`src/source/fc_layer_defines.svh`:
```
`ifndef FC_LAYER_DEFINES_SVH
`define FC_LAYER_DEFINES_SVH

// layer shape, IN_LEN must be a multiple of 8
`define FC_IN_LEN 400
`define FC_OUT_CH 120
`define FC_CH_BITS 8

// sram word addressing
`define FC_ADDR_W 16
`define FC_WEIGHT_BASE 1020
`define FC_ACT_IN_BASE 592
`define FC_ACT_OUT_BASE 692

// lowest result bit after scaling
`define FC_QUANT_SHIFT 16

// cycles from read enable to rdata
`define FC_RD_LAT 1

`endif
```
`src/source/fc_layer_pkg.sv`:
```
`include "fc_layer_defines.svh"

package fc_layer_pkg;

    // dual-port read, addr1 is always addr0 + 1
    typedef struct packed {
        logic                  en;
        logic [`FC_ADDR_W-1:0] addr0;
        logic [`FC_ADDR_W-1:0] addr1;
    } rd_req_t;

    // bits [31:0] are word0, lane 0 is its low byte
    typedef logic [7:0][7:0] word_pair_t;

    // travels alongside the datapath
    typedef struct packed {
        logic                   valid;
        logic                   last;
        logic [`FC_CH_BITS-1:0] channel;
    } mac_tag_t;

    typedef logic signed [31:0] psum_t;

    // byte-enabled write on activation port 0
    typedef struct packed {
        logic [3:0]            we;
        logic [`FC_ADDR_W-1:0] addr;
        logic [31:0]           data;
    } act_wr_t;

endpackage

```
`src/source/fc_layer_top.sv`:
```
`include "fc_layer_defines.svh"

module fc_layer_top
    import fc_layer_pkg::*;
(
    input  logic        clk,
    input  logic        rst_n,
    input  logic        start,
    output logic        finish,
    input  logic [31:0] scale,
    output rd_req_t     weight_rd,
    input  word_pair_t  weight_rdata,
    output rd_req_t     act_rd,
    input  word_pair_t  act_rdata,
    output act_wr_t     act_wr
);

    mac_tag_t               rd_tag;
    mac_tag_t               mac_tag;
    psum_t                  product;
    psum_t                  psum;
    logic [`FC_CH_BITS-1:0] sum_channel;
    logic                   sum_valid;

    fc_sequencer i_fc_sequencer (
        .clk       (clk),
        .rst_n     (rst_n),
        .start     (start),
        .act_wr    (act_wr),
        .weight_rd (weight_rd),
        .act_rd    (act_rd),
        .tag       (rd_tag),
        .finish    (finish)
    );

    dot_product8 i_dot_product8 (
        .clk     (clk),
        .rst_n   (rst_n),
        .weights (weight_rdata),
        .acts    (act_rdata),
        .tag_in  (rd_tag),
        .product (product),
        .tag_out (mac_tag)
    );

    psum_accumulator i_psum_accumulator (
        .clk       (clk),
        .rst_n     (rst_n),
        .product   (product),
        .tag       (mac_tag),
        .psum      (psum),
        .channel   (sum_channel),
        .sum_valid (sum_valid)
    );

    relu_quantizer i_relu_quantizer (
        .clk       (clk),
        .rst_n     (rst_n),
        .scale     (scale),
        .psum      (psum),
        .channel   (sum_channel),
        .sum_valid (sum_valid),
        .act_wr    (act_wr)
    );

endmodule

```
`src/source/relu_quantizer.sv`:
```
`include "fc_layer_defines.svh"

module relu_quantizer
    import fc_layer_pkg::*;
(
    input  logic                   clk,
    input  logic                   rst_n,
    input  logic [31:0]            scale,
    input  psum_t                  psum,
    input  logic [`FC_CH_BITS-1:0] channel,
    input  logic                   sum_valid,
    output act_wr_t                act_wr
);

    localparam int sat_lsb = `FC_QUANT_SHIFT + 7;
    localparam logic [`FC_ADDR_W-1:0] out_base = `FC_ADDR_W'(`FC_ACT_OUT_BASE);

    psum_t              relu;
    logic signed [63:0] scaled;
    logic [7:0]         q_byte;
    logic [1:0]         lane;

    assign relu = psum[31] ? '0 : psum;
    assign scaled = relu * $signed(scale);

    // anything at or above bit 7 of the result saturates
    assign q_byte = (scaled[63:sat_lsb] == '0) ? scaled[`FC_QUANT_SHIFT +: 8] : 8'd127;

    // four channels share one output word
    assign lane = channel[1:0];

    always_ff @(posedge clk) begin
        if (!rst_n) begin
            act_wr <= '0;
        end else begin
            act_wr.we <= 4'b0000;
            if (sum_valid) begin
                act_wr.we <= 4'b0001 << lane;
                act_wr.addr <= out_base + `FC_ADDR_W'(channel[`FC_CH_BITS-1:2]);
                act_wr.data <= {24'd0, q_byte} << {lane, 3'b000};
            end
        end
    end

endmodule

```
`src/source/psum_accumulator.sv`:
```
`include "fc_layer_defines.svh"

module psum_accumulator
    import fc_layer_pkg::*;
(
    input  logic                   clk,
    input  logic                   rst_n,
    input  psum_t                  product,
    input  mac_tag_t               tag,
    output psum_t                  psum,
    output logic [`FC_CH_BITS-1:0] channel,
    output logic                   sum_valid
);

    logic first;

    // running sum, restarted on a channel's first beat
    always_ff @(posedge clk) begin
        if (tag.valid) begin
            psum <= first ? product : psum + product;
        end
        if (tag.valid && tag.last) begin
            channel <= tag.channel;
        end
    end

    always_ff @(posedge clk) begin
        if (!rst_n) begin
            first <= 1'b1;
            sum_valid <= 1'b0;
        end else begin
            sum_valid <= tag.valid && tag.last;
            if (tag.valid) begin
                first <= tag.last;
            end
        end
    end

endmodule

```
`src/source/dot_product8.sv`:
```
module dot_product8
    import fc_layer_pkg::*;
(
    input  logic       clk,
    input  logic       rst_n,
    input  word_pair_t weights,
    input  word_pair_t acts,
    input  mac_tag_t   tag_in,
    output psum_t      product,
    output mac_tag_t   tag_out
);

    psum_t lane_sum;

    // eight signed int8 lanes
    always_comb begin
        logic signed [15:0] lane_prod;
        lane_sum = '0;
        for (int i = 0; i < 8; i++) begin
            lane_prod = $signed(weights[i]) * $signed(acts[i]);
            lane_sum = lane_sum + psum_t'(lane_prod);
        end
    end

    // idle cycles add nothing
    always_ff @(posedge clk) begin
        product <= tag_in.valid ? lane_sum : '0;
    end

    always_ff @(posedge clk) begin
        if (!rst_n) begin
            tag_out <= '0;
        end else begin
            tag_out <= tag_in;
        end
    end

endmodule

```
`src/source/fc_sequencer.sv`:
```
`include "fc_layer_defines.svh"

module fc_sequencer
    import fc_layer_pkg::*;
(
    input  logic     clk,
    input  logic     rst_n,
    input  logic     start,
    input  act_wr_t  act_wr,
    output rd_req_t  weight_rd,
    output rd_req_t  act_rd,
    output mac_tag_t tag,
    output logic     finish
);

    localparam logic [`FC_ADDR_W-1:0] words_per_ch = `FC_ADDR_W'(`FC_IN_LEN / 4);
    localparam logic [`FC_ADDR_W-1:0] last_word = `FC_ADDR_W'(`FC_IN_LEN / 4 - 2);
    localparam logic [`FC_ADDR_W-1:0] weight_base = `FC_ADDR_W'(`FC_WEIGHT_BASE);
    localparam logic [`FC_ADDR_W-1:0] act_in_base = `FC_ADDR_W'(`FC_ACT_IN_BASE);
    localparam logic [`FC_CH_BITS-1:0] last_ch = `FC_CH_BITS'(`FC_OUT_CH - 1);

    typedef enum logic [1:0] {
        s_idle,
        s_issue,
        s_drain,
        s_done
    } state_t;

    state_t                 state;
    logic [`FC_CH_BITS-1:0] ch_cnt;
    logic [`FC_ADDR_W-1:0]  ch_base;
    logic [`FC_ADDR_W-1:0]  word_cnt;
    logic                   issue;
    logic                   last_beat;
    mac_tag_t               tag_now;
    mac_tag_t               tag_pipe [`FC_RD_LAT];

    assign issue = state == s_issue;
    assign last_beat = word_cnt == last_word;
    assign finish = state == s_done;

    // two words per port per cycle
    always_comb begin
        weight_rd = '0;
        act_rd = '0;
        if (issue) begin
            weight_rd.en = 1'b1;
            weight_rd.addr0 = weight_base + ch_base + word_cnt;
            weight_rd.addr1 = weight_rd.addr0 + 1'b1;
            act_rd.en = 1'b1;
            act_rd.addr0 = act_in_base + word_cnt;
            act_rd.addr1 = act_rd.addr0 + 1'b1;
        end
    end

    assign tag_now = '{valid: issue, last: issue && last_beat, channel: ch_cnt};

    // line the tag up with returning read data
    always_ff @(posedge clk) begin
        if (!rst_n) begin
            for (int i = 0; i < `FC_RD_LAT; i++) begin
                tag_pipe[i] <= '0;
            end
        end else begin
            tag_pipe[0] <= tag_now;
            for (int i = 1; i < `FC_RD_LAT; i++) begin
                tag_pipe[i] <= tag_pipe[i-1];
            end
        end
    end

    assign tag = tag_pipe[`FC_RD_LAT-1];

    always_ff @(posedge clk) begin
        if (!rst_n) begin
            state <= s_idle;
            ch_cnt <= '0;
            ch_base <= '0;
            word_cnt <= '0;
        end else begin
            case (state)
                s_idle: begin
                    if (start) begin
                        state <= s_issue;
                        ch_cnt <= '0;
                        ch_base <= '0;
                        word_cnt <= '0;
                    end
                end
                s_issue: begin
                    if (last_beat) begin
                        state <= s_drain;
                        word_cnt <= '0;
                    end else begin
                        word_cnt <= word_cnt + `FC_ADDR_W'(2);
                    end
                end
                s_drain: begin
                    // channel byte stored, move on
                    if (act_wr.we != 4'b0000) begin
                        if (ch_cnt == last_ch) begin
                            state <= s_done;
                        end else begin
                            state <= s_issue;
                            ch_cnt <= ch_cnt + 1'b1;
                            ch_base <= ch_base + words_per_ch;
                        end
                    end
                end
                s_done: begin
                    state <= s_idle;
                end
                default: begin
                    state <= s_idle;
                end
            endcase
        end
    end

endmodule

```
`config.mk`:
```
export PLATFORM = sky130hd
export DESIGN_NAME = fc_layer_top
export DESIGN_NICKNAME = d
export VERILOG_FILES = /design/src/source/fc_layer_pkg.sv /design/src/source/fc_layer_top.sv /design/src/source/relu_quantizer.sv /design/src/source/psum_accumulator.sv /design/src/source/dot_product8.sv /design/src/source/fc_sequencer.sv
export VERILOG_INCLUDE_DIRS = /design/src /design/src/source
export SDC_FILE = /design/constraint.sdc
export NUM_CORES = 2
export LEC_CHECK = 0
export ABC_AREA = 1
export BUFFER_PORTS_ARGS = -buffer_cell sky130_fd_sc_hd__buf_4
export CAP_MARGIN = 20
export CORE_MARGIN = 4
export CORE_UTILIZATION = 60
export DETAILED_ROUTE_END_ITERATION = 10
export PLACE_DENSITY_LB_ADDON = 0.12
export RECOVER_POWER = 50
export REMOVE_ABC_BUFFERS = 1
export SYNTH_ARGS = -nofsm -noshare
export SYNTH_HDL_FRONTEND = slang
export SYNTH_SLANG_ARGS = --single-unit
```
`constraint.sdc`:
```
create_clock -name clk -period 17.4 [get_ports clk]
set_input_delay 2.61 -clock clk [delete_from_list [all_inputs] [get_ports clk]]
set_output_delay 2.61 -clock clk [all_outputs]
set_load 0.005 [all_outputs]
```
==> flow_summary.html <==
<table>
<tr><th>Metric</th><th>Value</th></tr>
<tr><th colspan="2">Run status</th></tr>
<tr><td>Run status</td><td>finished, violations left</td></tr>
<tr><td>Failing checks</td><td>capacitance limit, slew limit</td></tr>
<tr><th colspan="2">Critical path</th></tr>
<tr><td>Endpoint arrival time on the critical path</td><td>14,400 ps</td></tr>
<tr><td>Crit Reg-Reg Endpoint</td><td>i_relu_quantizer.act_wr[0]</td></tr>
<tr><td>Peak per-stage delay on the critical path</td><td>580 ps</td></tr>
<tr><td>Critical-path cell with the highest stage delay</td><td>fa_1</td></tr>
<tr><td>Critical Setup Path Class</td><td>input pin to flop</td></tr>
<tr><td>CP most frequent cell</td><td>fa_1</td></tr>
<tr><td>Startpoint types</td><td>input pin</td></tr>
<tr><td>Setup slack of the most critical reg-to-reg path</td><td>7300 ps</td></tr>
<tr><td>Data required time of the worst path</td><td>17,770 ps</td></tr>
<tr><td>Reg2Reg Depth</td><td>33</td></tr>
<tr><td>Largest fanout of any net on the critical path</td><td>8</td></tr>
<tr><td>Reg2reg start</td><td>i_psum_accumulator.psum[31]</td></tr>
<tr><td>Element type at the critical path end</td><td>flop</td></tr>
<tr><th colspan="2">Floorplanning</th></tr>
<tr><td>Area of the placeable core</td><td>109,000 µm²</td></tr>
<tr><td>Height of the die</td><td>340 µm</td></tr>
<tr><td>Area enclosed by the die boundary</td><td>116,000 µm²</td></tr>
<tr><td>Rows</td><td>121</td></tr>
<tr><td>Initial Utilization</td><td>60.6%</td></tr>
<tr><td>IO Count</td><td>282</td></tr>
<tr><td>Overall die width</td><td>340 µm</td></tr>
<tr><th colspan="2">Timing</th></tr>
<tr><td>Clk_skew</td><td>23.6 ps</td></tr>
<tr><td>Pin slew with the least headroom to its limit</td><td>2270 ps</td></tr>
<tr><td>Max Slew Vio Count</td><td>102</td></tr>
<tr><td>Total setup violations reported at the end of the flow</td><td>0</td></tr>
<tr><td>Final Hold Violating Endpoints</td><td>0</td></tr>
<tr><td>Final worst-path setup slack</td><td>3370 ps</td></tr>
<tr><td>Min Tclk post-route</td><td>14,030 ps</td></tr>
<tr><td>Post-route setup TNS</td><td>0 ps</td></tr>
<tr><td>Max Clock Freq</td><td>71.3 MHz</td></tr>
<tr><td>Slew HR</td><td>-51.3%</td></tr>
<tr><td>RSZ-0062 raised after global routing</td><td>no</td></tr>
<tr><td>Share of the cycle needed by the critical path after routing</td><td>80.6%</td></tr>
<tr><td>Worst-case hold slack</td><td>412 ps</td></tr>
<tr><th colspan="2">Finish</th></tr>
<tr><td>Final cell utilization of the core</td><td>63.8%</td></tr>
<tr><td>Layout Area Growth over Synthesis</td><td>5.34%</td></tr>
<tr><td>Fin nets</td><td>10,500</td></tr>
<tr><td>Leading cell type in the layout, fill and taps excluded</td><td>inv_1</td></tr>
<tr><td>Proportion of layout cells with a drive suffix above 1</td><td>4.94%</td></tr>
<tr><td>Leading cell types in the layout, fill and taps excluded</td><td>inv_1, fa_1, nand2_1</td></tr>
<tr><th colspan="2">Worst hold path</th></tr>
<tr><td>Number of instances on the worst hold path</td><td>0</td></tr>
<tr><td>Worst Hold Endpoint</td><td>i_psum_accumulator.channel[4]</td></tr>
<tr><td>Worst min-delay path category</td><td>flop to flop</td></tr>
<tr><td>Min-delay src</td><td>i_dot_product8.tag_out[4]</td></tr>
<tr><th colspan="2">Clock network</th></tr>
<tr><td>Sinks on Clock Net</td><td>177</td></tr>
<tr><td>CTS tree</td><td>yes</td></tr>
<tr><td>Clock-pin slew on the worst setup and hold paths</td><td>80 ps</td></tr>
<tr><td>Worst skew pair latency</td><td>470 ps</td></tr>
<tr><td>Number of buffers on the longest clock path</td><td>2</td></tr>
<tr><td>Post-CTS resize count</td><td>0</td></tr>
<tr><td>Root buffer cell</td><td>clkbuf_16</td></tr>
<tr><td>Num CTS Buffers</td><td>17</td></tr>
<tr><td>Clock H-tree levels</td><td>4</td></tr>
<tr><td>Number of buffers added to fix hold violations after cts</td><td>0</td></tr>
<tr><td>Post-CTS Setup Repair Bufs</td><td>0</td></tr>
<tr><th colspan="2">Global routing</th></tr>
<tr><td>Wire length of the first global-routing pass</td><td>311,000 µm</td></tr>
<tr><td>GRT overflow</td><td>0</td></tr>
<tr><td>Global-route usage over all layers</td><td>34.6%</td></tr>
<tr><td>Number of antenna violations at the first check in global routing</td><td>5</td></tr>
<tr><td>Pin count of the biggest net entering global routing</td><td>41</td></tr>
<tr><td>Number of global-route vias before repair</td><td>56,300</td></tr>
<tr><th colspan="2">Route</th></tr>
<tr><td>Vias per std cell</td><td>5.40</td></tr>
<tr><td>Remaining antenna violation count after routing</td><td>0</td></tr>
<tr><td>Post-route DRC</td><td>0</td></tr>
<tr><td>Avg WL per Cell</td><td>19.8 µm</td></tr>
<tr><td>Iteration-0 DRC count of the detailed router</td><td>3,805</td></tr>
<tr><td>Routed via count</td><td>52,300</td></tr>
<tr><td>Final WL</td><td>192,000 µm</td></tr>
<tr><td>Iteration count of the initial detailed-routing pass</td><td>8</td></tr>
<tr><th colspan="2">Logic synthesis</th></tr>
<tr><td>Number of warnings issued by yosys</td><td>0</td></tr>
<tr><td>Synth Register Bits</td><td>177</td></tr>
<tr><td>Instance count of the mapped netlist</td><td>8,182</td></tr>
<tr><td>EDFF count, synth</td><td>40</td></tr>
<tr><td>Top area cells in the synthesized netlist</td><td>fa_1, inv_1, ha_1, nand2_1, nor2_1</td></tr>
<tr><td>Number of distinct standard cells referenced by the synthesized netlist</td><td>47</td></tr>
<tr><td>Most instantiated flip-flop cell in the synthesis netlist</td><td>dfxtp_1</td></tr>
<tr><td>Post-synthesis sequential area ratio</td><td>5.96%</td></tr>
<tr><td>Netlist area before placement</td><td>66,100 µm²</td></tr>
<tr><td>Average footprint of a synthesized cell</td><td>8.08 µm²</td></tr>
<tr><td>Yosys top cell by area</td><td>fa_1</td></tr>
<tr><td>Fraction of registers with async set/reset</td><td>0%</td></tr>
<tr><td>Area share of the largest cell type after synthesis</td><td>47.3%</td></tr>
<tr><th colspan="2">Job</th></tr>
<tr><td>Number of maximum-capacitance constraint violations</td><td>3</td></tr>
<tr><th colspan="2">Placed design</th></tr>
<tr><td>Placer congestion estimate</td><td>0.964</td></tr>
<tr><td>Pre-CTS setup slack</td><td>2900 ps</td></tr>
<tr><td>Count of input and output buffers</td><td>272</td></tr>
<tr><td>Estimated wirelength of the detail-placed design</td><td>163,000 µm</td></tr>
</table>
## critical path: cells and delay by family
family                     cells  cell delay [ps]
adders and majority gates     18             8310
AOI/OAI and AO/OA              9             1520
buffers and inverters         11              930
and+or+nand+nor                8              860
xor gates and xnor gates       1              160
## worst max-delay path by stage
stage	slack, ps	to	from
floorplan	3780	i_dot_product8.product[23]	act_rdata[23]
detailed placement	2900	i_dot_product8.product[23]	act_rdata[16]
CTS	3400	i_dot_product8.product[23]	act_rdata[16]
finish	3370	i_dot_product8.product[27]	act_rdata[16]
global placement	3040	i_dot_product8.product[23]	act_rdata[16]
global route	2520	i_dot_product8.product[26]	act_rdata[16]
## per-stage QoR
stage                     cells  instance area (µm²)
after detailed placement   9641                69100
after global placement     9641                69100
after CTS                  9673                69700
after global routing       9675                69700
after floorplan            7839                64800
final                      9676                69700
## per-layer routing
layer | track usage, % | vias up | routed length, µm
met3 | 6.56 | 430 | 16600
met2 | 54.7 | 2072 | 86900
met4 | 11.3 | 2 | 7260
met1 | 48.5 | 26300 | 81000
met5 | 0 | - | 11
li1 | - | 23400 | -
## cell type report
type / count / area, µm²
Sequential cell: 177 / 3940
Fill cell: 9792 / 39500
Inverter: 2269 / 8520
Clock buffer: 18 / 429
Tap cell: 1476 / 1850
Antenna cell: 1 / 2.50
Clock inverter: 14 / 185
Timing Repair Buffer: 328 / 2430
Multi-Input combinational cell: 5393 / 52300
## synth_stat cells (9+ instances only)
library cell and count:
a21o_1 12, a21oi_1 264, buf_1 9, buf_4 17, clkbuf_1 324, dfxtp_1 137, edfxtp_1 40, fa_1 1564
ha_1 572, inv_1 2260, nand2_1 1290, nand3_1 140, nand3b_1 9, nand4_1 25, nor2_1 1111, nor3_1 50
nor4_1 12, o21a_1 17, o21ai_0 151, o21bai_1 17, or2_2 49, xnor2_1 22, xor2_1 35
## state kept, by name (all words and copies together), names as in the netlist, 2 cells and up
register and flops:
i_dot_product8.product 32, i_fc_sequencer.ch_cnt 8, i_psum_accumulator.channel 8, i_fc_sequencer.ch_base 14, i_dot_product8.tag_out 10, i_psum_accumulator.psum 32, i_fc_sequencer.tag_pipe 10, i_relu_quantizer.act_wr 44
i_fc_sequencer.word_cnt 15, i_fc_sequencer.state 2
## logic make-up after synthesis
family / share of synthesized area, %
buf+inv: 15.0
compound gates: 4.01
fa+ha+maj: 58.2
flops: 5.96
xor+xnor: 0.755
other cells: 0.00567
simple gates: 16.1
Power is not shown: default switching activity piles up to over one toggle a cycle in this logic, so the estimate is an artifact.
